### src/common/rvIsaPkg.sv
package rvIsaPkg;

    // Field widths of the base ISA
    localparam int XLEN     = 32;
    localparam int OPCODE_W = 7;
    localparam int FUNCT3_W = 3;
    localparam int FUNCT7_W = 7;
    localparam int REG_W    = 5;  // 32 architectural registers

    typedef logic [XLEN-1:0]  wordT;     // Data word, also used for addresses
    typedef logic [XLEN-1:0]  instT;     // Raw instruction word
    typedef logic [REG_W-1:0] regAddrT;  // Register index x0..x31

    typedef logic [FUNCT3_W-1:0] funct3T;
    typedef logic [FUNCT7_W-1:0] funct7T;

    // Major opcodes of the supported subset
    typedef enum logic [OPCODE_W-1:0] {
        OP_R      = 7'b0110011,  // add sub and or xor slt
        OP_I      = 7'b0010011,  // Register-immediate ALU ops
        OP_LOAD   = 7'b0000011,  // lw only
        OP_STORE  = 7'b0100011,  // sw only
        OP_BRANCH = 7'b1100011   // beq bne
    } opcodeT;

    // funct3 for the ALU group
    localparam funct3T F3_ADDSUB = 3'b000;
    localparam funct3T F3_SLT    = 3'b010;
    localparam funct3T F3_XOR    = 3'b100;
    localparam funct3T F3_OR     = 3'b110;
    localparam funct3T F3_AND    = 3'b111;

    // funct3 for branches
    localparam funct3T F3_BEQ = 3'b000;
    localparam funct3T F3_BNE = 3'b001;

    // funct7 for R-type, bit 30 selects sub
    localparam funct7T F7_BASE = 7'b0000000;
    localparam funct7T F7_SUB  = 7'b0100000;

endpackage

### src/logic/dataMem.sv
`timescale 1ns/1ps

module dataMem
    import rvIsaPkg::*;
#(
    parameter int DMEM_DEPTH = 64
) (
    input  logic CLK,
    input  logic rst,
    input  logic we,
    input  wordT addr,   // Byte address, low two bits ignored
    input  wordT wd,
    output wordT rd
);

    localparam int DW = $clog2(DMEM_DEPTH);

    wordT mem [DMEM_DEPTH];
    logic [DW-1:0] idx;

    assign idx = addr[DW+1:2];  // Wraps modulo depth

    always_ff @(posedge CLK) begin
        if (rst) begin
            for (int i = 0; i < DMEM_DEPTH; i++) begin
                mem[i] <= '0;
            end
        end else if (we) begin
            mem[idx] <= wd;
        end
    end

    assign rd = mem[idx];  // Comb read, lw finishes same cycle

endmodule

### config.mk
export PLATFORM = sky130hd
export DESIGN_NAME = dataMem
export DESIGN_NICKNAME = d
export VERILOG_FILES = /design/src/common/rvIsaPkg.sv /design/src/logic/dataMem.sv
export SDC_FILE = /design/constraint.sdc
export NUM_CORES = 2
export LEC_CHECK = 0
export ABC_AREA = 1
export BUFFER_PORTS_ARGS = -buffer_cell sky130_fd_sc_hd__clkbuf_2
export CORE_UTILIZATION = 45
export CTS_CLUSTER_DIAMETER = 120
export CTS_CLUSTER_SIZE = 10
export DETAILED_ROUTE_END_ITERATION = 10
export PLACE_DENSITY = 0.7
export SLEW_MARGIN = 40
export SYNTH_ARGS = -nofsm -noshare
export SYNTH_HDL_FRONTEND = slang
export SYNTH_SLANG_ARGS = --single-unit
### constraint.sdc
create_clock -name CLK -period 7.15 [get_ports CLK]
set_input_delay 0.715 -clock CLK [delete_from_list [all_inputs] [get_ports CLK]]
set_output_delay 0.715 -clock CLK [all_outputs]
set_load 0.1 [all_outputs]
---- Word-level counts from Yosys, hierarchy flattened ----
Memory sizes are Yosys's and may differ from the RTL's.
Index checks and enable logic that the tools add are counted.
operators by class
  reduce and logical (&&, ||, !) cells .... 1
  muxes and demuxes ....................... 8
operator list
  operator           count
  $mux W32           1
  $reduce_or A32 Y1  1
  $mux W1            6
  $mux W6            1
word-level totals
  logic and storage cells ................. 10
  RAM bits ................................ 2,048
  memories ................................ 1
  bits in registers ....................... 0
  input port bits ......................... 67
memories
  memory  words  width  read ports  clocked after memory_dff  write ports  RTL line       RTL
  mem     64     32     1           0                         64           dataMem.sv:18  wordT mem [DMEM_DEPTH];

---- Longest topological paths before layout ----
  depth in word-level cells ............... 5
  depth in mapped cells ................... 15
  depth with buffers taken out ............ 11

---- Least setup slack after synthesis ----
OpenSTA, ideal clock, no wires.
  path type ............................... input to output
  start point ............................. input addr[3]
  end point ............................... output rd[10]
  path slack .............................. 3.747 ns
  cell stages on the path ................. 13
  arrival ................................. 2.688 ns
  path buffers ............................ 4
  cells stage by stage .................... buf_2 -> inv_1 -> buf_2 -> buf_2 -> buf_1 -> nand2_1 -> nand2_1 -> nand2_1 -> nand2_1 -> nand2_1 -> nand2_1 -> nor2_1 -> nand2_1
on the way
  cells in the longest elaborated chain, start to end .. 1
RTL lines
  element          RTL line       RTL
  from (decl)      dataMem.sv:11  input wordT addr,
  $mem_v2 Z64 W32  n/a
  to (decl)        dataMem.sv:13  output wordT rd
No other way between the ends.

---- Worst setup path in the final report ----
  start point ............................. input addr[2]
  end point ............................... output rd[30]
The elaborated chain is that of the path after synthesis.

==> impl_metrics.ini <==
[floorplan]
die_w_um = 462
start_util_pct = 45.3
fp.coreArea_mm2 = 0.210
ios = 99
die_h_um = 462
rows = 168
dieArea_mm2 = 0.213

[power_and_ir_drop]
combPwrFrac_pct = 10.1
p_leak_uw = 0.0459
internal_power_uw = 19800
power_frac_clock_pct = 37.6
seq_power_share_pct = 52.3
switching_share_pct = 25.8
netSwitchingPower_uw = 6890
p_per_area_mw_per_mm2 = 257
ir_drop_v = 0.000284

[global_route]
track_usage_pct = 27.9
grt_max_degree = 177
overflow = 0
antenna_found_initial = 13
grt_pass1_vias = 68883
grt_pass1_wl_um = 440000

[synthesis]
netlist_instances = 10950
synth_cell_types = 18
yosysTopAreaCell = edfxtp_1
synth_area_per_cell_um2 = 8.69
synth-edff-count = 2048
async_reset_ff_share_pct = 0
syn-num-nets = 11017
ys_top_cells_by_area = edfxtp_1 (65%), nand2_1 (23%), nor2_1 (8.4%), clkbuf_1 (2.6%), buf_2 (0.53%)
ys_seq_elements = 2048
synthFlopType = edfxtp_1
synth_top_cell_area_share_pct = 64.6
synth.cell_area_mm2 = 0.0952
yosysSeqAreaShare_pct = 64.6
ys_warn_count = 0

[timing]
rsz0062_at_grt = false
tightest_slew_ns = 1.01
timing.final.crit_period_ns = 5.17
finalSetupViolCount = 0
final_hold_viol_count = 0
drv_slew = 0
worst_slack_ns = 1.98
finalCritPeriodShare_pct = 72.3
setup-tns-final_ns = 0
slew_headroom_pct = 32.5
fmax_mhz = 193

[placement]
pre_cts_ws_ns = 2.13
dp.cells = 13227
port_buffers = 72
gp_congestion = 1.01
place_area_mm2 = 0.0981
post-dp-hpwl_um = 172000

[final_layout]
design_area_mm2 = 0.104
layout-drive-gt1-share_pct = 5.69
n_fill_cell = 18918
seq_area_mm2 = 0.0615
final_cell_mix = nand2_1 (5840), nor2_1 (2124), edfxtp_1 (2048)
multi_input_area_mm2 = 0.0304
layout_commonest_cell = nand2_1
regMostFlops = mem
largest_registers = mem (2048)
syn2layout_area_growth_pct = 9.35
fin_nets = 10718
largest_register_ffs = 2048
final_cells = 13477

[worst_setup_path]
crit_path_max_incr_delay_ns = 0.58
critPathSlowestCell = buf_8
crit_type = input port to primary output
cp_common_cell = nand2_1
cp.arrival_ns = 4.45
crit_family = buffers and inverters
worst-path-buf-inv = 4
worstSetupStartpointType = input port
endpoint_kind = primary output
critical_path.max_fanout = 139
critPathRequiredTime_ns = 6.43
crit_chain = buf_8 > inv_12 > buf_12 > nand2_1 > nand2_1 > nand2_1 > nand2_1 > nand2_1 > nand2_1 > nand2_1 > nand2_1 > nor2_1 > nand2_1 > clkbuf_2

[clock_network]
clockBufferDepth = 3
cts_made_buffers = 222
cts_setup_buffers = 0
cts_tree = built
cts_sinks = 2048
holdBufCountCts = 0
clkTransAtPathRegs_ns = 0.05
htreeDepth = 4
ctsResizeCount = 0
root_buffer = clkbuf_16

[run_status]
status = completed

[detailed_routing]
drc = 0
wl_um = 301000
ant_nets = 0
vias = 73695
drt_first_pass_iters = 6
vias_per_cell = 5.47
drt_iter0_drc = 9531
wl_per_cell_um = 22.4

[min_path]
min_to = mem[35][25]
min_from = wd[25]
min-delay-path-class = input port to register
hold_depth = 3

[run]
drv_cap = 0
tightest hold or removal path, stage by stage:
cell,delay [ns]
clkbuf_2,0.09
clkinv_2,0.06
nor2_1,0.04
kinds of logic after synthesis:
| logic type | Yosys count | synth area share (%) |
|---|---|---|
| AO/OA/AOI/OAI | 12 | 0.0762 |
| flip-flops | 2048 | 64.6 |
| buffers and inverters | 876 | 3.59 |
| AND/OR/NAND/NOR | 8014 | 31.7 |
metrics by stage:
stage                     power (uW)  hold WS, ns  util [%]
after floorplan                15900        0.961         -
after global placement         16800         1.08      46.6
after detailed placement       16800         1.08      46.7
after CTS                      26700        0.172      49.5
after global routing           27400        0.204      49.6
final                          26700        0.216      49.6
cell usage after synthesis (5+ instances only):
master    instances
nor3_1            9
inv_1            21
nand3_1          12
nor2_1         2126
o21ai_0           7
edfxtp_1       2048
buf_2           100
or2_2             6
nand2_1        5851
buf_1            57
inv_2            34
clkbuf_1        664
o211ai_1          5
metal layers:
| metal | wire (um) | track usage, % | up-vias |
|---|---|---|---|
| met5 | 34 | 0 | - |
| met4 | 19300 | 16.4 | 6 |
| met3 | 35200 | 6.54 | 727 |
| met2 | 136000 | 43.1 | 4329 |
| met1 | 111000 | 35.9 | 35004 |
| li1 | - | - | 33629 |
power groups by stage:
stage | clock [uW] | sequential (uW) | combinational (uW)
after detailed placement | 0 | 14200 | 2630
after global placement | 0 | 14200 | 2600
after floorplan | 0 | 14200 | 1670
after CTS | 10100 | 14000 | 2640
after global routing | 10500 | 14000 | 2890
final | 10000 | 14000 | 2700
final cells by class:
| cell class | count | share of cell area [%] |
|---|---|---|
| clock buffers | 222 | 5.34 |
| inverters | 55 | 0.266 |
| repair buffers | 298 | 2.42 |
| multi-input cells | 8026 | 29.2 |
| well taps | 2805 | 3.37 |
| clock inverters | 16 | 0.320 |
| diodes | 7 | 0.0168 |
| flip-flops and latches | 2048 | 59.1 |
how the worst max path moves through the flow:
stage | from | to | slack, ns | cells past startpoint
after global routing | addr[2] | rd[10] | 1.94 | 14
final | addr[2] | rd[30] | 1.98 | 14
after detailed placement | addr[2] | rd[6] | 2.13 | 14
after CTS | addr[2] | rd[6] | 2.12 | 14
after global placement | addr[2] | rd[20] | 2.02 | 15
after floorplan | addr[3] | rd[10] | 3.75 | 13
Note: power is estimated with default switching activity, not from simulation.
