### src/common/rvIsaPkg.sv
package rvIsaPkg;

    // Field widths of the base ISA
    localparam int XLEN     = 32;
    localparam int OPCODE_W = 7;
    localparam int FUNCT3_W = 3;
    localparam int FUNCT7_W = 7;
    localparam int REG_W    = 5;  // 32 architectural registers

    typedef logic [XLEN-1:0]  wordT;     // Data word, also used for addresses
    typedef logic [XLEN-1:0]  instT;     // Raw instruction word
    typedef logic [REG_W-1:0] regAddrT;  // Register index x0..x31

    typedef logic [FUNCT3_W-1:0] funct3T;
    typedef logic [FUNCT7_W-1:0] funct7T;

    // Major opcodes of the supported subset
    typedef enum logic [OPCODE_W-1:0] {
        OP_R      = 7'b0110011,  // add sub and or xor slt
        OP_I      = 7'b0010011,  // Register-immediate ALU ops
        OP_LOAD   = 7'b0000011,  // lw only
        OP_STORE  = 7'b0100011,  // sw only
        OP_BRANCH = 7'b1100011   // beq bne
    } opcodeT;

    // funct3 for the ALU group
    localparam funct3T F3_ADDSUB = 3'b000;
    localparam funct3T F3_SLT    = 3'b010;
    localparam funct3T F3_XOR    = 3'b100;
    localparam funct3T F3_OR     = 3'b110;
    localparam funct3T F3_AND    = 3'b111;

    // funct3 for branches
    localparam funct3T F3_BEQ = 3'b000;
    localparam funct3T F3_BNE = 3'b001;

    // funct7 for R-type, bit 30 selects sub
    localparam funct7T F7_BASE = 7'b0000000;
    localparam funct7T F7_SUB  = 7'b0100000;

endpackage

### src/common/cpuCtrlPkg.sv
package cpuCtrlPkg;

    // ALU operation, chosen by the decoder
    typedef enum logic [2:0] {
        ADD,
        SUB,  // Also used for branch compare
        AND,
        OR,
        XOR,
        SLT   // Signed less-than, result is 0 or 1
    } aluOpT;

    // Writeback source
    typedef enum logic {
        WB_ALU,  // R-type, I-type
        WB_MEM   // lw
    } wbSelT;

    // Branch condition evaluated on the ALU zero flag
    typedef enum logic [1:0] {
        NONE,  // Not a branch
        EQ,    // beq, taken on zero
        NE     // bne, taken on nonzero
    } brCondT;

endpackage

### src/common/ctrlIf.sv
`timescale 1ns/1ps

// Decoded control bundle, one instruction's worth
interface ctrlIf
    import rvIsaPkg::*, cpuCtrlPkg::*;
();

    aluOpT  aluOp;
    logic   aluSrcImm;  // Operand B from imm instead of rs2
    logic   regWrite;
    logic   memWrite;
    wbSelT  wbSel;
    brCondT brCond;
    wordT   imm;        // Sign-extended, B format already shifted

    modport driver (
        output aluOp, aluSrcImm, regWrite, memWrite, wbSel, brCond, imm
    );

    // Read-only view for the datapath and the top-level glue
    modport user (
        input aluOp, aluSrcImm, regWrite, memWrite, wbSel, brCond, imm
    );

endinterface

### src/logic/instDecoder.sv
`timescale 1ns/1ps

module instDecoder
    import rvIsaPkg::*, cpuCtrlPkg::*;
(
    input  instT         inst,
    ctrlIf.driver        ctrl
);

    opcodeT opcode;
    funct3T funct3;
    funct7T funct7;
    wordT   immI;
    wordT   immS;
    wordT   immB;
    aluOpT  aluFn;      // ALU op from funct fields
    logic   aluFnOk;    // funct combination is supported

    assign opcode = opcodeT'(inst[6:0]);
    assign funct3 = inst[14:12];
    assign funct7 = inst[31:25];

    // Immediates, all sign-extended from bit 31
    assign immI = {{20{inst[31]}}, inst[31:20]};
    assign immS = {{20{inst[31]}}, inst[31:25], inst[11:7]};
    assign immB = {{19{inst[31]}}, inst[31], inst[7], inst[30:25], inst[11:8], 1'b0};

    // ALU control from funct3/funct7
    always_comb begin
        aluFn   = ADD;
        aluFnOk = 1'b1;
        case (funct3)
            F3_ADDSUB: begin
                // sub only exists as R-type
                if (opcode == OP_R && funct7 == F7_SUB) begin
                    aluFn = SUB;
                end else begin
                    aluFn = ADD;
                end
            end
            F3_SLT:  aluFn = SLT;
            F3_XOR:  aluFn = XOR;
            F3_OR:   aluFn = OR;
            F3_AND:  aluFn = AND;
            default: aluFnOk = 1'b0;  // Shifts, sltu
        endcase
        // R-type needs a known funct7
        if (opcode == OP_R && funct7 != F7_BASE && funct7 != F7_SUB) begin
            aluFnOk = 1'b0;
        end
        if (opcode == OP_R && funct7 == F7_SUB && funct3 != F3_ADDSUB) begin
            aluFnOk = 1'b0;
        end
    end

    // Main control
    always_comb begin
        // No-op defaults, nothing written
        ctrl.aluOp     = ADD;
        ctrl.aluSrcImm = 1'b0;
        ctrl.regWrite  = 1'b0;
        ctrl.memWrite  = 1'b0;
        ctrl.wbSel     = WB_ALU;
        ctrl.brCond    = NONE;
        ctrl.imm       = '0;
        case (opcode)
            OP_R: begin
                ctrl.aluOp    = aluFn;
                ctrl.regWrite = aluFnOk;
            end
            OP_I: begin
                ctrl.aluOp     = aluFn;
                ctrl.aluSrcImm = 1'b1;
                ctrl.regWrite  = aluFnOk;
                ctrl.imm       = immI;
            end
            OP_LOAD: begin
                ctrl.aluSrcImm = 1'b1;      // Address = rs1 + imm
                ctrl.regWrite  = 1'b1;
                ctrl.wbSel     = WB_MEM;
                ctrl.imm       = immI;
            end
            OP_STORE: begin
                ctrl.aluSrcImm = 1'b1;
                ctrl.memWrite  = 1'b1;
                ctrl.imm       = immS;
            end
            OP_BRANCH: begin
                ctrl.aluOp = SUB;           // Zero flag means equal
                ctrl.imm   = immB;
                case (funct3)
                    F3_BEQ:  ctrl.brCond = EQ;
                    F3_BNE:  ctrl.brCond = NE;
                    default: ctrl.brCond = NONE;  // blt and friends not supported
                endcase
            end
            default: ;  // Unknown opcode, stays a no-op
        endcase
    end

endmodule

### src/flat_wrapper.sv
// flat-port wrapper written by rule: the top's interface ports become plain ports
module instDecoder_flat import rvIsaPkg::*, cpuCtrlPkg::*;
  (inst, ctrl_aluOp, ctrl_aluSrcImm, ctrl_regWrite, ctrl_memWrite, ctrl_wbSel, ctrl_brCond, ctrl_imm);
  ctrlIf ctrl_i ();
  input  instT inst;
  output wire logic [$bits(ctrl_i.aluOp)-1:0] ctrl_aluOp;
  output wire logic [$bits(ctrl_i.aluSrcImm)-1:0] ctrl_aluSrcImm;
  output wire logic [$bits(ctrl_i.regWrite)-1:0] ctrl_regWrite;
  output wire logic [$bits(ctrl_i.memWrite)-1:0] ctrl_memWrite;
  output wire logic [$bits(ctrl_i.wbSel)-1:0] ctrl_wbSel;
  output wire logic [$bits(ctrl_i.brCond)-1:0] ctrl_brCond;
  output wire logic [$bits(ctrl_i.imm)-1:0] ctrl_imm;
  assign ctrl_aluOp = ctrl_i.aluOp;
  assign ctrl_aluSrcImm = ctrl_i.aluSrcImm;
  assign ctrl_regWrite = ctrl_i.regWrite;
  assign ctrl_memWrite = ctrl_i.memWrite;
  assign ctrl_wbSel = ctrl_i.wbSel;
  assign ctrl_brCond = ctrl_i.brCond;
  assign ctrl_imm = ctrl_i.imm;
  instDecoder u_core (.inst(inst), .ctrl(ctrl_i));
endmodule
### config.mk
export PLATFORM = sky130hd
export DESIGN_NAME = instDecoder_flat
export DESIGN_NICKNAME = d
export VERILOG_FILES = /design/src/common/rvIsaPkg.sv /design/src/common/cpuCtrlPkg.sv /design/src/common/ctrlIf.sv /design/src/logic/instDecoder.sv /design/src/flat_wrapper.sv
export SDC_FILE = /design/constraint.sdc
export NUM_CORES = 1
export LEC_CHECK = 0
export ABC_AREA = 0
export BUFFER_PORTS_ARGS = -buffer_cell sky130_fd_sc_hd__buf_2
export CAP_MARGIN = 20
export CORE_MARGIN = 1
export CORE_UTILIZATION = 32
export DETAILED_ROUTE_END_ITERATION = 10
export PLACE_DENSITY_LB_ADDON = 0.25
export SKIP_LAST_GASP = 1
export SLEW_MARGIN = 15
export SYNTH_ARGS = -nofsm -noshare
export SYNTH_HDL_FRONTEND = slang
export SYNTH_SLANG_ARGS = --single-unit
export TNS_END_PERCENT = 20
### constraint.sdc
create_clock -name vclk -period 5.14
set_input_delay 1.028 -clock vclk [all_inputs]
set_output_delay 1.028 -clock vclk [all_outputs]
set_load 0.005 [all_outputs]
# ---- Word-level counts from Yosys, hierarchy flattened
# Cells that the tools add are included.
dict set report totals {
  regBits 0
  latch_bits 0
  mem_bits_rw 0
  rom_bits 0
  input_bits 32
  out_inout_bits 41
  word_cells 36
  memories 0
}
dict set report classes {
  add_sub_neg 0
  n_mul 0
  n_div 0
  order_cmp 0
  eq_ne 12
  n_shift 0
  muxes 13
  bitwise 0
  n_reduce_logical 11
}
# op n
set ops {}
lappend ops {{one-hot mux 32 bit (3 select lines)} 1}
lappend ops {{== test 7 x 6 -> 1 bit (second input constant)} 3}
lappend ops {{one-hot mux 3 bit (5 select lines)} 1}
lappend ops {{== test 3 bit (second input constant)} 3}
lappend ops {{== test 7 x 2 -> 1 bit (second input constant)} 1}
lappend ops {{== test 7 x 5 -> 1 bit (second input constant)} 1}
lappend ops {{== test 7 bit (second input constant)} 1}
lappend ops {{two-way mux 1 bit} 7}
lappend ops {{!= test 7 x 6 -> 1 bit (second input constant)} 1}
lappend ops {{nonzero test 7 bit} 1}
lappend ops {{one-hot mux 3 bit (2 select lines)} 1}
lappend ops {{OR reduction 5 bit} 1}
lappend ops {{logical AND 1 bit} 4}
lappend ops {{one-hot mux 2 bit (2 select lines)} 1}
lappend ops {{OR reduction 2 bit} 2}
lappend ops {{== test 3 x 1 -> 1 bit (second input constant)} 1}
lappend ops {{== test 3 x 2 -> 1 bit (second input constant)} 1}
lappend ops {{logical NOT 3 bit} 1}
lappend ops {{nonzero test 3 bit} 1}
lappend ops {{OR reduction 3 bit} 1}
lappend ops {{two-way mux 2 bit} 1}
lappend ops {{one-hot mux 1 bit (2 select lines)} 1}

# ---- Depth between registers and ports, before layout
dict set report logic_depth {
  ltp_word 6
  ltp_mapped 5
  depth_no_buf 3
}

# ---- Least setup slack after synthesis
# No wires, ideal clock.
dict set report synth_path {
  path_type {in2out}
  start {input inst[2]}
  end {output ctrl_imm[13]}
  arrival_ns 2.584
  t_required_ns 4.112
  path_slack_ns 1.528
  path_stages 5
  path_buffers 2
  path_cell_list {nand4bb_1 -> buf_2 -> o21bai_1 -> nor2b_1 -> buf_4}
}
dict set report synth_between {
  elab_chain_len 3
  elab_cells_between_ends 6
  cone_classes {eq/ne (4); mux (1); reduce/logical (1)}
}
# item line
set synth_rtl {}
lappend synth_rtl {{start: declaration} flat_wrapper.sv:5} ;# input instT inst;
lappend synth_rtl {{== test 7 x 5 -> 1 bit / == test 7 x 2 -> 1 bit (equally long branches)} instDecoder.sv:66} ;# case (opcode)
lappend synth_rtl {{OR reduction 2 bit (no source line)} n/a}
lappend synth_rtl {{one-hot mux 32 bit (3 select lines) (*)} instDecoder.sv:66}
lappend synth_rtl {{end: declaration} flat_wrapper.sv:12} ;# output wire logic [$bits(ctrl_i.imm)-1:0] ctrl_imm;
# Every way passes the cells marked *; elsewhere a longest branch is shown, timed or not.

# ---- Worst setup path after layout
dict set report layout_path {
  start {input inst[2]}
  end {output ctrl_imm[28]}
}
# The elaborated chain is that of the path after synthesis.

==> results.ini <==
[die]
dieArea_sq_um=1570
die_y_microns=39.6
rows=13
boundaryPins=73
core_area_sq_um=1300
die_width_microns=39.6
initial_utilization_pct=34.7

[detailed_routing]
drt_pass1_iterations=2
initialDrtViolationCount=2
drc_errors=0
wl_per_cell_microns=9.85
vias_per_cell=4.95
vias=609
drt-total-wl_mm=1.21
postRouteAntennaNets=0

[layout]
clock_buffers=0
seq_area_sq_um=0
areaGrowthSynthToFinish_pct=45.2
drive_above_1_share_pct=65.7
layout.nets=142
seq_cells=0
final_cells=123
n_antenna_cell=0
filler_cell_count=141
final_area_sq_um=656

[cts]
post_cts_buffers=0
postCtsHoldBufs=0
cts_resized=0

[critical_path]
required_ns=4.11
slowest_delay_ns=0.66
crit_top_cell=buf_2
crit_fanout=20
startpoint_type=input pin
cp-end-kind=output port
arrival_ns=2.78
crit_path_top_delay_cell=nor2b_1
critPathBufInv=2
crit_type=input pin to output port
crit_family=simple AND/OR/NAND/NOR gates
crit_chain=buf_2 > nand4bb_1 > o21bai_1 > nor2b_1 > buf_2

[synth]
synth_area_per_cell_sq_um=7.29
synthTopCellsByArea=buf_4 32%, nor2b_1 11%, a22o_1 9.7%
synthesis.area_sq_um=452
synth.distinct_cells=28
synth_top_area_cell=buf_4
yosysTopAreaCellShare_pct=31.6
yosysSeqAreaShare_pct=0
synth.net_count=94
synth-warning-count=0
synthCells=62

[power_and_ir_drop]
ir_worst_vdd_v=0.0000326
powerDensity_nw_per_um2=39.6
power.total_mw=0.0260
power.leakage_nw=0.424

[global_route]
grt_pass1_wl_mm=1.74
grt_pass1_vias=445
grt_max_degree=21
overflow=0
antenna_found_initial=0
grtUsageTotal_pct=15.4

[placement]
portBuffers=68
placed_cells=123
place_congestion=0.715
placed_area_sq_um=656
hpwl_mm=1.03
pre_cts_slack_ns=1.31

[sta]
max_freq_mhz=262
timing.setup.tns_ns=0
maxSlewHeadroom_pct=48.6
hold_viol=0
rsz0062_at_grt=false
finalCritPeriodShare_pct=74.1
finalSetupViolCount=0
setup_slack_ns=1.33
layout_min_cycle_time_ns=3.81
tightest_slew_ns=0.770
slew_viol_final=0

[run_status]
status=finished clean

[flow_run]
maxCapViolations=0

[min_path]
hp-class=input pin to output port

[per-layer routing]
metal | global-route usage (%) | vias up | routed length (microns)
li1 | - | 307 | -
met1 | 17.0 | 256 | 517
met2 | 31.6 | 46 | 565
met3 | 1.70 | 0 | 128
met4 | 0.862 | 0 | 0
met5 | 0 | - | 0
[synth_stat cells (2+ instances only)]
master / n
buf_4: 19
nor2b_1: 8
a22o_1: 5
nor2_1: 4
clkbuf_1: 2
nor3_1: 2
[placed cells by master (no fill, tap or decap)]
| cell type | synthesis | layout |
|---|---|---|
| or4b_4 | 1 | 1 |
| nor2b_1 | 8 | 8 |
| nand4bb_1 | 1 | 1 |
| a32o_1 | 1 | 1 |
| nor2_1 | 4 | 4 |
| o31ai_1 | 1 | 1 |
| nor4_1 | 1 | 1 |
| nor3_1 | 2 | 2 |
| nand4_1 | 1 | 1 |
| and3b_1 | 1 | 1 |
| and2b_1 | 1 | 1 |
| nor3b_1 | 1 | 1 |
| a22o_1 | 5 | 5 |
| a211oi_1 | 1 | 1 |
| buf_2 | 1 | 68 |
| a2111oi_0 | 1 | 1 |
| nor4_2 | 1 | 1 |
| and4b_1 | 1 | 1 |
| o21bai_1 | 1 | 1 |
| xnor2_1 | 1 | 1 |
| a31oi_1 | 1 | 1 |
| o2bb2ai_2 | 1 | 1 |
| and4_1 | 1 | 1 |
| nand3_1 | 1 | 1 |
| a21oi_1 | 1 | 1 |
| nand2_1 | 1 | 1 |
[through the flow]
step           utilization, %  hold slack, ns
6_report                 50.4            2.33
5_1_grt                  50.4            2.36
4_1_cts                  50.4            2.34
3_5_place_dp             50.4            2.34
3_3_place_gp             50.4            2.34
2_1_floorplan               -            2.09
[cells by family after synthesis]
| kind of cell | count (synthesis) | synth area share [%] |
|---|---|---|
| XOR/XNOR | 1 | 1.94 |
| AO/OA/AOI/OAI | 13 | 24.7 |
| AND/OR/NAND/NOR | 26 | 39.1 |
| buffers and inverters | 22 | 34.3 |
[area by class of cell]
type / instances / area [sq um] / share of cell area (%)
Multi-Input combinational cell: 40 / 297 / 45.2
Timing Repair Buffer: 68 / 340 / 51.9
Tap cell: 15 / 18.8 / 2.86
[path summary, 6_finish.rpt]
check / start / endpoint / slack (ns) / depth (start not counted)
worst max-delay path: inst[2] / ctrl_imm[28] / 1.33 / 5
worst min-delay path: inst[20] / ctrl_imm[0] / 2.33 / 3
[report_power, final]
group          total, mW  internal [mW]  switching [mW]
combinational     0.0260         0.0135          0.0124
sequential             0              0               0
clock                  0              0               0
No activity file was read; power rests on OpenSTA's default activity.
