**config.mk**
```make
export PLATFORM = sky130hd
export DESIGN_NAME = aluUnit_flat
export DESIGN_NICKNAME = d
export VERILOG_FILES = /design/src/common/rvIsaPkg.sv /design/src/common/cpuCtrlPkg.sv /design/src/common/ctrlIf.sv /design/src/logic/aluUnit.sv /design/src/flat_wrapper.sv
export SDC_FILE = /design/constraint.sdc
export NUM_CORES = 1
export LEC_CHECK = 0
export BUFFER_PORTS_ARGS = -buffer_cell sky130_fd_sc_hd__buf_2
export CORE_MARGIN = 2
export CORE_UTILIZATION = 30
export DETAILED_ROUTE_END_ITERATION = 10
export PLACE_DENSITY_LB_ADDON = 0.2
export SYNTH_ARGS = -nofsm -noshare
export SYNTH_HDL_FRONTEND = slang
export SYNTH_SLANG_ARGS = --single-unit
```
**constraint.sdc**
```tcl
create_clock -name vclk -period 6
set_input_delay 0.3 -clock vclk [all_inputs]
set_output_delay 0.3 -clock vclk [all_outputs]
set_load 0.03 [all_outputs]
```
**src/common/rvIsaPkg.sv**
```systemverilog
package rvIsaPkg;

    // Field widths of the base ISA
    localparam int XLEN     = 32;
    localparam int OPCODE_W = 7;
    localparam int FUNCT3_W = 3;
    localparam int FUNCT7_W = 7;
    localparam int REG_W    = 5;  // 32 architectural registers

    typedef logic [XLEN-1:0]  wordT;     // Data word, also used for addresses
    typedef logic [XLEN-1:0]  instT;     // Raw instruction word
    typedef logic [REG_W-1:0] regAddrT;  // Register index x0..x31

    typedef logic [FUNCT3_W-1:0] funct3T;
    typedef logic [FUNCT7_W-1:0] funct7T;

    // Major opcodes of the supported subset
    typedef enum logic [OPCODE_W-1:0] {
        OP_R      = 7'b0110011,  // add sub and or xor slt
        OP_I      = 7'b0010011,  // Register-immediate ALU ops
        OP_LOAD   = 7'b0000011,  // lw only
        OP_STORE  = 7'b0100011,  // sw only
        OP_BRANCH = 7'b1100011   // beq bne
    } opcodeT;

    // funct3 for the ALU group
    localparam funct3T F3_ADDSUB = 3'b000;
    localparam funct3T F3_SLT    = 3'b010;
    localparam funct3T F3_XOR    = 3'b100;
    localparam funct3T F3_OR     = 3'b110;
    localparam funct3T F3_AND    = 3'b111;

    // funct3 for branches
    localparam funct3T F3_BEQ = 3'b000;
    localparam funct3T F3_BNE = 3'b001;

    // funct7 for R-type, bit 30 selects sub
    localparam funct7T F7_BASE = 7'b0000000;
    localparam funct7T F7_SUB  = 7'b0100000;

endpackage

```
**src/common/cpuCtrlPkg.sv**
```systemverilog
package cpuCtrlPkg;

    // ALU operation, chosen by the decoder
    typedef enum logic [2:0] {
        ADD,
        SUB,  // Also used for branch compare
        AND,
        OR,
        XOR,
        SLT   // Signed less-than, result is 0 or 1
    } aluOpT;

    // Writeback source
    typedef enum logic {
        WB_ALU,  // R-type, I-type
        WB_MEM   // lw
    } wbSelT;

    // Branch condition evaluated on the ALU zero flag
    typedef enum logic [1:0] {
        NONE,  // Not a branch
        EQ,    // beq, taken on zero
        NE     // bne, taken on nonzero
    } brCondT;

endpackage

```
**src/common/ctrlIf.sv**
```systemverilog
`timescale 1ns/1ps

// Decoded control bundle, one instruction's worth
interface ctrlIf
    import rvIsaPkg::*, cpuCtrlPkg::*;
();

    aluOpT  aluOp;
    logic   aluSrcImm;  // Operand B from imm instead of rs2
    logic   regWrite;
    logic   memWrite;
    wbSelT  wbSel;
    brCondT brCond;
    wordT   imm;        // Sign-extended, B format already shifted

    modport driver (
        output aluOp, aluSrcImm, regWrite, memWrite, wbSel, brCond, imm
    );

    // Read-only view for the datapath and the top-level glue
    modport user (
        input aluOp, aluSrcImm, regWrite, memWrite, wbSel, brCond, imm
    );

endinterface

```
**src/logic/aluUnit.sv**
```systemverilog
`timescale 1ns/1ps

module aluUnit
    import rvIsaPkg::*, cpuCtrlPkg::*;
(
    ctrlIf.user  ctrl,
    input  wordT rs1Data,
    input  wordT rs2Data,
    output wordT result,
    output logic takeBranch
);

    wordT opB;
    logic zero;

    assign opB = ctrl.aluSrcImm ? ctrl.imm : rs2Data;  // Second operand mux

    always_comb begin
        case (ctrl.aluOp)
            ADD:     result = rs1Data + opB;
            SUB:     result = rs1Data - opB;
            AND:     result = rs1Data & opB;
            OR:      result = rs1Data | opB;
            XOR:     result = rs1Data ^ opB;
            // Signed compare
            SLT:     result = {31'b0, $signed(rs1Data) < $signed(opB)};
            default: result = '0;
        endcase
    end

    assign zero = (result == '0);

    // Branch resolution
    always_comb begin
        case (ctrl.brCond)
            EQ:      takeBranch = zero;
            NE:      takeBranch = !zero;
            default: takeBranch = 1'b0;
        endcase
    end

endmodule

```
**src/flat_wrapper.sv**
```systemverilog
// flat-port wrapper written by rule: the top's interface ports become plain ports
module aluUnit_flat import rvIsaPkg::*, cpuCtrlPkg::*;
  (rs1Data, rs2Data, result, takeBranch, ctrl_aluOp, ctrl_aluSrcImm, ctrl_regWrite, ctrl_memWrite, ctrl_wbSel, ctrl_brCond, ctrl_imm);
  ctrlIf ctrl_i ();
  input  wordT rs1Data;
  input  wordT rs2Data;
  output wordT result;
  output logic takeBranch;
  input wire logic [$bits(ctrl_i.aluOp)-1:0] ctrl_aluOp;
  input wire logic [$bits(ctrl_i.aluSrcImm)-1:0] ctrl_aluSrcImm;
  input wire logic [$bits(ctrl_i.regWrite)-1:0] ctrl_regWrite;
  input wire logic [$bits(ctrl_i.memWrite)-1:0] ctrl_memWrite;
  input wire logic [$bits(ctrl_i.wbSel)-1:0] ctrl_wbSel;
  input wire logic [$bits(ctrl_i.brCond)-1:0] ctrl_brCond;
  input wire logic [$bits(ctrl_i.imm)-1:0] ctrl_imm;
  assign ctrl_i.aluOp = ctrl_aluOp;
  assign ctrl_i.aluSrcImm = ctrl_aluSrcImm;
  assign ctrl_i.regWrite = ctrl_regWrite;
  assign ctrl_i.memWrite = ctrl_memWrite;
  assign ctrl_i.wbSel = ctrl_wbSel;
  assign ctrl_i.brCond = ctrl_brCond;
  assign ctrl_i.imm = ctrl_imm;
  aluUnit u_core (.ctrl(ctrl_i), .rs1Data(rs1Data), .rs2Data(rs2Data), .result(result), .takeBranch(takeBranch));
endmodule
```
After elaboration in Yosys (flattened, before gate mapping). Cells that the tools add are included. W data, S select, Z words.

Register bits after elaboration: 0. Input bits: 105. Output and inout bits: 33. Word-level logic and storage cells: 19.

Add/sub/neg operators: 2. Order comparisons: 1. Equal/unequal tests: 7. Multiplexer cells: 3. Bitwise gates (word level): 3. Reduce and logical (&&, ||, !) cells: 3.

Operators with widths (count): $pmux W32 S6 (1); $add A32 B32 Y32 (1); $and A32 B32 Y32 (1); $logic_not A32 Y1 (1); $lt A32 B32 Y1 (1); $mux W32 (1); $or A32 B32 Y32 (1); $sub A32 B32 Y32 (1); $xor A32 B32 Y32 (1); $eq A3 B2 Y1 const B (2); $eq A3 B3 Y1 const B (2); $eq A3 B1 Y1 const B (1); $logic_not A3 Y1 (1); $eq A2 B1 Y1 const B (1); $eq A2 B2 Y1 const B (1); $pmux W1 S2 (1); $logic_not A1 Y1 (1).

Depth between registers and ports, before layout. Gate-level depths: netlist of the first run.

Depth after elaboration: 6. Depth in mapped cells: 19. Depth with buffers taken out: 17.

Worst setup path before layout of the first run. No wires, ideal clock.

Kind: input to output. Start point: input port ctrl_aluSrcImm. End point: output port takeBranch. Arrival time: 5.180 ns. Required time: 5.700 ns. Path slack: 0.520 ns. Cell stages on the path: 17. Buffers on the path: 3. Path through: clkbuf_1 > buf_1 > mux2i_1 > ha_1 > buf_2 > nand2_1 > a211oi_1 > a21oi_1 > a21oi_1 > a41oi_1 > a2111oi_0 > xnor2_1 > o221ai_1 > or3_1 > nor4_1 > or4b_1 > mux2i_1.

Longest elaborated chain between the ends: 6. Elaborated cells between the ends (all ways): 11. Those cells by class: add/sub: 2; order compare: 1; mux: 3; bitwise: 3; reduce/logical: 2.

Ends and longest elaborated chain: start, declared (RTL line flat_wrapper.sv:10) `input wire logic [$bits(ctrl_i.aluSrcImm)-1:0] ctrl_aluSrcImm;`; $mux W32 * (RTL line aluUnit.sv:16) `assign opB = ctrl.aluSrcImm ? ctrl.imm : rs2Data;`; $sub A32 B32 Y32 (tied with other cells) (RTL line aluUnit.sv:21) `SUB: result = rs1Data - opB;`; $pmux W32 S6 * (RTL line aluUnit.sv:19) `case (ctrl.aluOp)`; net result[23] (RTL line flat_wrapper.sv:7) `output wordT result;`; $logic_not A32 Y1 * (RTL line aluUnit.sv:31) `assign zero = (result == '0);`; $logic_not A1 Y1 (RTL line aluUnit.sv:37) `NE: takeBranch = !zero;`; $pmux W1 S2 * (RTL line aluUnit.sv:35) `case (ctrl.brCond)`; end, declared (RTL line flat_wrapper.sv:8) `output logic takeBranch;`.

The timed path passes the listed nets; every way through them passes the cells marked *.

Worst setup path in the final report of the first run.
Start point: input port ctrl_aluSrcImm. End point: output port takeBranch.

Longest elaborated chain between the ends: 6. Elaborated cells between the ends (all ways): 11. Those cells by class: add/sub: 2; order compare: 1; mux: 3; bitwise: 3; reduce/logical: 2.

Ends and longest elaborated chain (RTL line): $mux W32 * (aluUnit.sv:16); $sub A32 B32 Y32 (tied with other cells) (aluUnit.sv:21); $pmux W32 S6 * (aluUnit.sv:19); $logic_not A32 Y1 * (aluUnit.sv:31); $logic_not A1 Y1 (aluUnit.sv:37); $pmux W1 S2 * (aluUnit.sv:35).

Every way passes the cells marked *; elsewhere a longest branch is shown, timed or not.

==> results of run 1 <==
==> worst paths after layout <==
path	from	end	slack, ps
worst max-delay path	ctrl_aluSrcImm	takeBranch	620
worst min-delay path	ctrl_brCond[0]	takeBranch	990
==> synth_stat cells, drive strengths merged, types with 3 or more instances <==
master,n
nand2,77
a211oi,22
nor2,74
and3,7
nor2b,14
nor3b,3
nand3b,3
nand2b,10
nand3,20
ha,104
o21ai,49
o21a,7
o22ai,3
xnor2,17
a2111oi,4
a211o,3
a21boi,4
o311ai,8
a21o,9
nand4,9
a41oi,3
a31oi,12
nor4,17
o31a,7
mux2i,45
clkbuf,23
a311o,3
o31ai,9
or4,9
nor3,15
o211ai,28
inv,104
o21bai,7
o41ai,5
a21oi,84
o221ai,8
and2,4
a221oi,6
or3,5
buf,31
a311oi,4
==> through the flow <==
step | utilization [%] | setup slack (ps) | std cells
2_1_floorplan | - | 520 | 908
3_3_place_gp | 35.0 | 609 | 1278
3_5_place_dp | 35.0 | 636 | 1278
4_1_cts | 35.0 | 615 | 1278
5_1_grt | 35.0 | 144 | 1278
6_report | 35.0 | 621 | 1278
==> per-layer routing <==
metal | wire length [microns] | vias to the layer above | global-route usage [%] | part of all wire (%)
li1 | - | 3528 | - | -
met5 | 0 | - | 0 | 0
met3 | 1470 | 29 | 1.41 | 6.2
met2 | 11200 | 263 | 37.5 | 47
met4 | 466 | 0 | 3.98 | 2.0
met1 | 10600 | 3335 | 29.4 | 45
==> cells by family after synthesis <==
kind of cell / count (synthesis)
XOR/XNOR: 18
multiplexers: 45
buffers and inverters: 158
AND/OR/NAND/NOR: 274
adder cells (fa/ha/maj): 106
AO/OA/AOI/OAI: 307
==> cell type report <==
class | instances | area share, %
multi-input cells | 750 | 77.8
inverters | 104 | 5.56
repair buffers | 154 | 11.8
well taps | 270 | 4.82
==> worst max-delay path: cells and delay by family <==
kind	cells	cell delay, ps
AO/OA/AOI/OAI	7	2030
buffers and inverters	3	610
adder cells (fa/ha/maj)	1	340
multiplexers	2	470
XOR/XNOR	1	190
AND/OR/NAND/NOR	3	1100
==> power by group through the flow <==
stage,clock [mW],sequential [mW],combinational (mW)
6_report,0,0,0.866
5_1_grt,0,0,0.947
4_1_cts,0,0,0.857
3_5_place_dp,0,0,0.853
3_3_place_gp,0,0,0.852
2_1_floorplan,0,0,0.605
==> metrics.cfg, run 1 <==
[power]
power_frac_clock_pct=0
vdd_drop_max_mv=0.0572
power.leakage_nw=3.35
p_int_uw=300
p_comb_share_pct=100.0
power.total_uw=866
net-switching-power_uw=566
p_seq_share_pct=0
p_sw_share_pct=65.3
power.density_nw_per_um2=123

[global_route]
grt_pass1_wl_microns=37500
grt.overflow.total=0
antenna_found_initial=0
grtUsageTotal_pct=21.5
grt_start_max_net_pins=57
first_global_vias=6748

[finish]
area_growth_pct=15.4
final_area_sq_um=7020
antennaDiodeCount=0
drive_above_1_share_pct=17.7
n_clock_buffer=0
final_common_cell=buf_2
layout_common_cells=buf_2, ha_1, inv_1
design.seq.count=0
fill_cells=2257
multi_input_area_sq_um=5460
area.sequential_sq_um=0
nets=1221

[clocking]
cts_resized=0
ctsHoldBuffers=0
cts_setup_buffers=0

[drt]
drc=0
firstDrtPassIters=5
vias=7155
wl_microns=23800
antenna_left=0
drt-vias-per-instance=5.60
drtIter0Drc=559
wl_per_cell_microns=18.6

[worst_setup_path]
path_class=input pin to primary output
crit_fanout=15
cp_slowest_cell=a2111oi_0
worstSetupStartpointType=input pin
cp_cell_sequence=buf_2, buf_12, mux2i_1, ha_1, o211ai_1, o211ai_1, a21oi_1, a21oi_1, a41oi_1, a2111oi_0, xnor2_1, o221ai_1, or3_1, nor4_1, or4b_1, mux2i_1, buf_2
cp.required_ps=5700
arrival_ps=5080
critical-path-max-stage-delay_ps=640
end_kind=primary output

[timing]
slew_headroom_pct=42.9
holdWs_ps=988
clock.fmax_mhz=186
slew_viol_final=0
worst_slew_pin_slew_ps=850
final_hold_viol_count=0
min_period_ps=5380
setup_tns_ps=0
rsz0062_at_grt=false
post-route-period-util_pct=89.7
setup_viol=0

[hold_path]
hold_path_class=input pin to primary output
hold_path_depth=4

[place]
place_congestion=0.953
place_area_sq_um=7020
place_hpwl_microns=19300
numPortBuffers=135

[synth]
synth_top_area_share_pct=21.4
synth_area_leader_cell=ha_1
synthAdderAreaFrac_pct=22.1
syn_nets=1119
yosysSeqAreaShare_pct=0
synth.avg_cell_area_sq_um=6.70
synth-compound-area-share_pct=35.3
synth_top_family_by_area=compound AO/OA/AOI/OAI gates
synth_xor_xnor_area_share_pct=2.59
ys_top_cells_by_area=ha_1, mux2i_1, a21oi_1, inv_1, nand2_1
synth.distinct_cells=81
synthCells=908
synthSimpleGateAreaFrac_pct=22.3
muxShareOfSynthArea_pct=7.41
ys_warn_count=0
syn_area_sq_um=6080

[outcome]
status=completed

[floorplan]
die-height_microns=146
num_io_pins=138
rows=52
core_area_sq_um=20000
fp.dieW_microns=146
dieArea_sq_um=21400
initial_core_util_pct=30.3

[flow_run]
drv_cap=0

No activity file was read; power rests on OpenSTA's default activity.
==> inputs of run 2 (changes only) <==
--- a/config.mk
+++ b/config.mk
@@ -10,4 +10,5 @@
 export CORE_UTILIZATION = 30
 export DETAILED_ROUTE_END_ITERATION = 10
+export GPL_ROUTABILITY_DRIVEN = 0
 export PLACE_DENSITY_LB_ADDON = 0.2
 export SYNTH_ARGS = -nofsm -noshare
==> constraint.sdc (replaced) <==
create_clock -name vclk -period 6
set_input_delay 0.6 -clock vclk [all_inputs]
set_output_delay 0.6 -clock vclk [all_outputs]
set_load 0.03 [all_outputs]
==> run 2 against run 1 <==
Against the previous run:
- clock-buffer cell count is the same
- maximum frequency fell by 6.8%
- die area unchanged
- design area grew 4.3%
- critical endpoint unchanged
- highest routed layer unchanged
==> metrics.cfg, run 2 (synthesized netlist as in run 1, its figures left out) <==
[floorplan]
die-height_microns=146  ; unchanged
fp.dieW_microns=146  ; unchanged
rows=52  ; unchanged
dieArea_sq_um=21400  ; unchanged
initial_core_util_pct=30.3  ; unchanged
num_io_pins=138  ; unchanged
core_area_sq_um=20000  ; unchanged

[drt]
antenna_left=0  ; unchanged
vias=7342  ; +2.6%
wl_microns=24100  ; +1.3%
drtIter0Drc=510  ; -8.8%
firstDrtPassIters=5  ; unchanged
drc=0  ; unchanged
drt-vias-per-instance=5.60  ; about the same
wl_per_cell_microns=18.4  ; -1.2%

[global_route]
grt_start_max_net_pins=39  ; -32%
antenna_found_initial=0  ; unchanged
grt_pass1_wl_microns=37600  ; +0.11%
first_global_vias=6985  ; +3.5%
grt.overflow.total=0  ; unchanged
grtUsageTotal_pct=21.5  ; -0.038 points

[place]
place_hpwl_microns=19700  ; +2.1%
detailedPlace.worstSlack_ps=107  ; -529 ps
numPortBuffers=135  ; unchanged

[timing]
final_hold_viol_count=0  ; unchanged
clock.fmax_mhz=173  ; -6.8%
post-route-period-util_pct=96.1  ; +6.5 points
min_period_ps=5770  ; +389 ps
worst_slew_pin_slew_ps=1180  ; +330 ps
holdWs_ps=1600  ; +613 ps
rsz0062_at_grt=false
setup_viol=0  ; unchanged
slew_headroom_pct=21.1  ; -22 points
slew_viol_final=0  ; unchanged
setup_ws_ps=231  ; -389 ps
setup_tns_ps=0  ; unchanged

[finish]
area_growth_pct=20.4
final_common_cell=buf_2
multi_input_area_sq_um=5500  ; +0.80%
nets=1254  ; +2.7%
area.sequential_sq_um=0  ; unchanged
drive_above_1_share_pct=21.0  ; +3.4 points
design.seq.count=0  ; unchanged
fill_cells=2285  ; +1.2%
antennaDiodeCount=0  ; unchanged
layout_common_cells=buf_2, ha_1, inv_1
n_clock_buffer=0  ; unchanged

[power]
power.leakage_nw=3.51  ; +4.8%
p_comb_share_pct=100.0  ; about the same
vdd_drop_max_mv=0.0556  ; -2.7%
net-switching-power_uw=582  ; +2.9%
p_seq_share_pct=0  ; unchanged
p_int_uw=335  ; +12%
p_sw_share_pct=63.5  ; -1.9 points
power_frac_clock_pct=0  ; unchanged
power.density_nw_per_um2=125  ; +1.5%

[flow_run]
drv_cap=0  ; unchanged

[clocking]
cts_setup_buffers=0  ; unchanged
cts_resized=0  ; unchanged
ctsHoldBuffers=0  ; unchanged

[worst_setup_path]
worstSetupStartpointType=input pin
cp.required_ps=5400  ; -300 ps
end_kind=primary output
crit_fanout=16  ; +1
arrival_ps=5170  ; +90 ps
path_class=input pin to primary output

[outcome]
status=completed

[hold_path]
hold_path_class=input pin to primary output

run 2: through the flow:
step / util, % / total power, mW / cells / cell area (sq um)
detailed placement: 36.3 / 0.895 / 1311 / 7280
global placement: 36.3 / 0.893 / 1311 / 7280
floorplan: - / 0.605 / 908 / 6080
global route: 36.5 / 0.997 / 1311 / 7320
CTS: 36.3 / 0.900 / 1311 / 7280
finish: 36.5 / 0.917 / 1311 / 7320
run 2: cell type report:
class	count	share of cell area, %
well taps	270	4.62
inverters	104	5.33
repair buffers	187	14.9
multi-input cells	750	75.1
run 2: worst paths after layout:
kind / from / end / slack [ps] / cells after the start
max: ctrl_aluSrcImm / takeBranch / 230 / 18
min: ctrl_brCond[1] / takeBranch / 1600 / 4
run 2: critical path, stage by stage:
cell and delay [ps]:
buf_2 140, buf_12 180, mux2i_1 250, inv_1 90, ha_1 240, fa_1 450, a21o_1 240, a21oi_1 210
o32a_1 160, o211ai_1 120, or4_1 560, or4_4 470, nor4_2 150, nand4_1 230, nor4_2 190, or4b_1 490
mux2i_2 170, buf_2 210
run 2: power groups by stage:
| stage | logic, mW | clock network (mW) | registers [mW] |
|---|---|---|---|
| 6_report | 0.917 | 0 | 0 |
| 5_1_grt | 0.997 | 0 | 0 |
| 4_1_cts | 0.900 | 0 | 0 |
| 3_5_place_dp | 0.895 | 0 | 0 |
| 3_3_place_gp | 0.893 | 0 | 0 |
| 2_1_floorplan | 0.605 | 0 | 0 |
run 2: metal layers:
layer  up-vias  part of all wire (%)  track usage, %  wire length (microns)
met5         -                     0               0                      0
met4         0                   2.3            5.44                    557
met2       330                    47            37.1                  11300
li1       3584                     -               -                      -
met1      3385                    43            28.4                  10300
met3        43                   7.9            2.56                   1910
==> inputs of run 3 (changes only) <==
CORE_UTILIZATION = 58   (was 30)
==> run 3 against run 2 <==
Against the previous run:
- critical path depth shrank 2
- setup slack lost 7.7 ps
- clock-buffer cell count is the same
- total power shrank 5.0%
- maximum frequency shrank 0.13%
- final cell count shrank 12%
- non-clock buffer count shrank 17
- combinational power shrank 5.0%
- first-iteration DRC count grew 51%
- wire length shrank 16%
- die area shrank 47%
- critical path type unchanged
- largest cell class unchanged
- largest power group unchanged
- highest routed layer unchanged
==> metrics.cfg, run 3 (synthesized netlist as in run 1, its figures left out) <==
[outcome]
status=completed

[flow_run]
drv_cap=0  ; unchanged

[global_route]
first_global_vias=6924  ; -0.87%
antenna_found_initial=0  ; unchanged
grt_pass1_wl_microns=32600  ; -13%
grt_start_max_net_pins=30  ; -23%
grtUsageTotal_pct=34.5  ; +13 points
grt.overflow.total=0  ; unchanged

[floorplan]
rows=37  ; -29%
num_io_pins=138  ; unchanged
dieArea_sq_um=11300  ; -47%
die-height_microns=106  ; -27%
initial_core_util_pct=59.4  ; +29 points
fp.dieW_microns=106  ; -27%
core_area_sq_um=10200  ; -49%

[timing]
post-route-period-util_pct=96.3  ; +0.13 points
setup_tns_ps=0  ; unchanged
worst_slew_pin_slew_ps=1010  ; -169 ps
min_period_ps=5780  ; +7.70 ps
holdWs_ps=1620  ; +17.6 ps
clock.fmax_mhz=173  ; -0.13%
slew_headroom_pct=32.4  ; +11 points
rsz0062_at_grt=false
setup_viol=0  ; unchanged
slew_viol_final=0  ; unchanged
final_hold_viol_count=0  ; unchanged

[worst_setup_path]
cp.required_ps=5400  ; about the same
worstSetupStartpointType=input pin
crit_fanout=14  ; -2
arrival_ps=5180  ; about the same
path_class=input pin to primary output
end_kind=primary output

[finish]
area.sequential_sq_um=0  ; unchanged
antennaDiodeCount=0  ; unchanged
drive_above_1_share_pct=19.1  ; -1.9 points
n_clock_buffer=0  ; unchanged
design.seq.count=0  ; unchanged
final_common_cell=buf_2
layout_common_cells=buf_2, ha_1, inv_1
area_growth_pct=15.0
nets=1237  ; -1.4%

[drt]
wl_microns=20300  ; -16%
vias=7485  ; +1.9%
antenna_left=0  ; unchanged
wl_per_cell_microns=17.5  ; -4.7%
drc=0  ; unchanged
drtIter0Drc=772  ; +51%
drt-vias-per-instance=6.45  ; +15%
firstDrtPassIters=6  ; +1

[place]
numPortBuffers=135  ; unchanged
place_hpwl_microns=16500  ; -16%

[hold_path]
hold_path_class=input pin to primary output

[clocking]
ctsHoldBuffers=0  ; unchanged

[power]
power.density_nw_per_um2=125  ; -0.58%
power.leakage_nw=3.42  ; -2.5%
vdd_drop_max_mv=0.0992  ; +78%

## run 3: final timing paths
path / cells after the start / start / to
min: 4 / ctrl_brCond[1] / takeBranch
max: 16 / ctrl_aluSrcImm / takeBranch
## run 3: area by class of cell
cell class | count | area (sq um)
Timing Repair Buffer | 170 | 963
Multi-Input combinational cell | 750 | 5470
Inverter | 104 | 390
Tap cell | 136 | 170
Fill cell | 961 | 3240
## run 3: worst max-delay path, cell delays in order
cell,delay (ps)
buf_2,130
buf_12,130
buf_4,260
mux2i_1,370
ha_1,480
nor4_1,760
o41ai_1,150
a31oi_1,240
mux2i_1,270
nand3_1,170
a211oi_1,270
nand4_1,210
nor4_1,200
or4b_1,500
mux2i_2,180
buf_2,220
## run 3: metrics by stage
step / cells / power [mW] / area [sq um] / setup WS (ps) / utilization [%]
finish: 1160 / 0.871 / 6990 / 224 / 68.4
global route: 1160 / 0.941 / 6990 / 13.2 / 68.4
CTS: 1160 / 0.848 / 6980 / 179 / 68.2
detailed placement: 1160 / 0.845 / 6980 / 187 / 68.2
global placement: 1160 / 0.835 / 6980 / 309 / 68.2
floorplan: 908 / 0.605 / 6080 / 19.9 / -
## run 3: per-layer routing
metal  GRT usage, %  vias to the layer above  routed length, microns
li1               -                     3568                       -
met1           42.6                     3331                    7550
met2           58.8                      469                    9340
met3           3.80                      117                    2240
met4           17.9                        0                    1160
met5              0                        -                       0
## run 3: timing repair
| item | in CTS | in global routing |
|---|---|---|
| setup endpoints to repair | 0 | 1 |
| setup buffers | 0 | 0 |
| resized for setup | 0 | 3 |
## run 3: where the power goes
part	internal, mW	total [mW]	switching (mW)
Combinational	0.316	0.871	0.555
Sequential	0	0	0
Clock	0	0	0
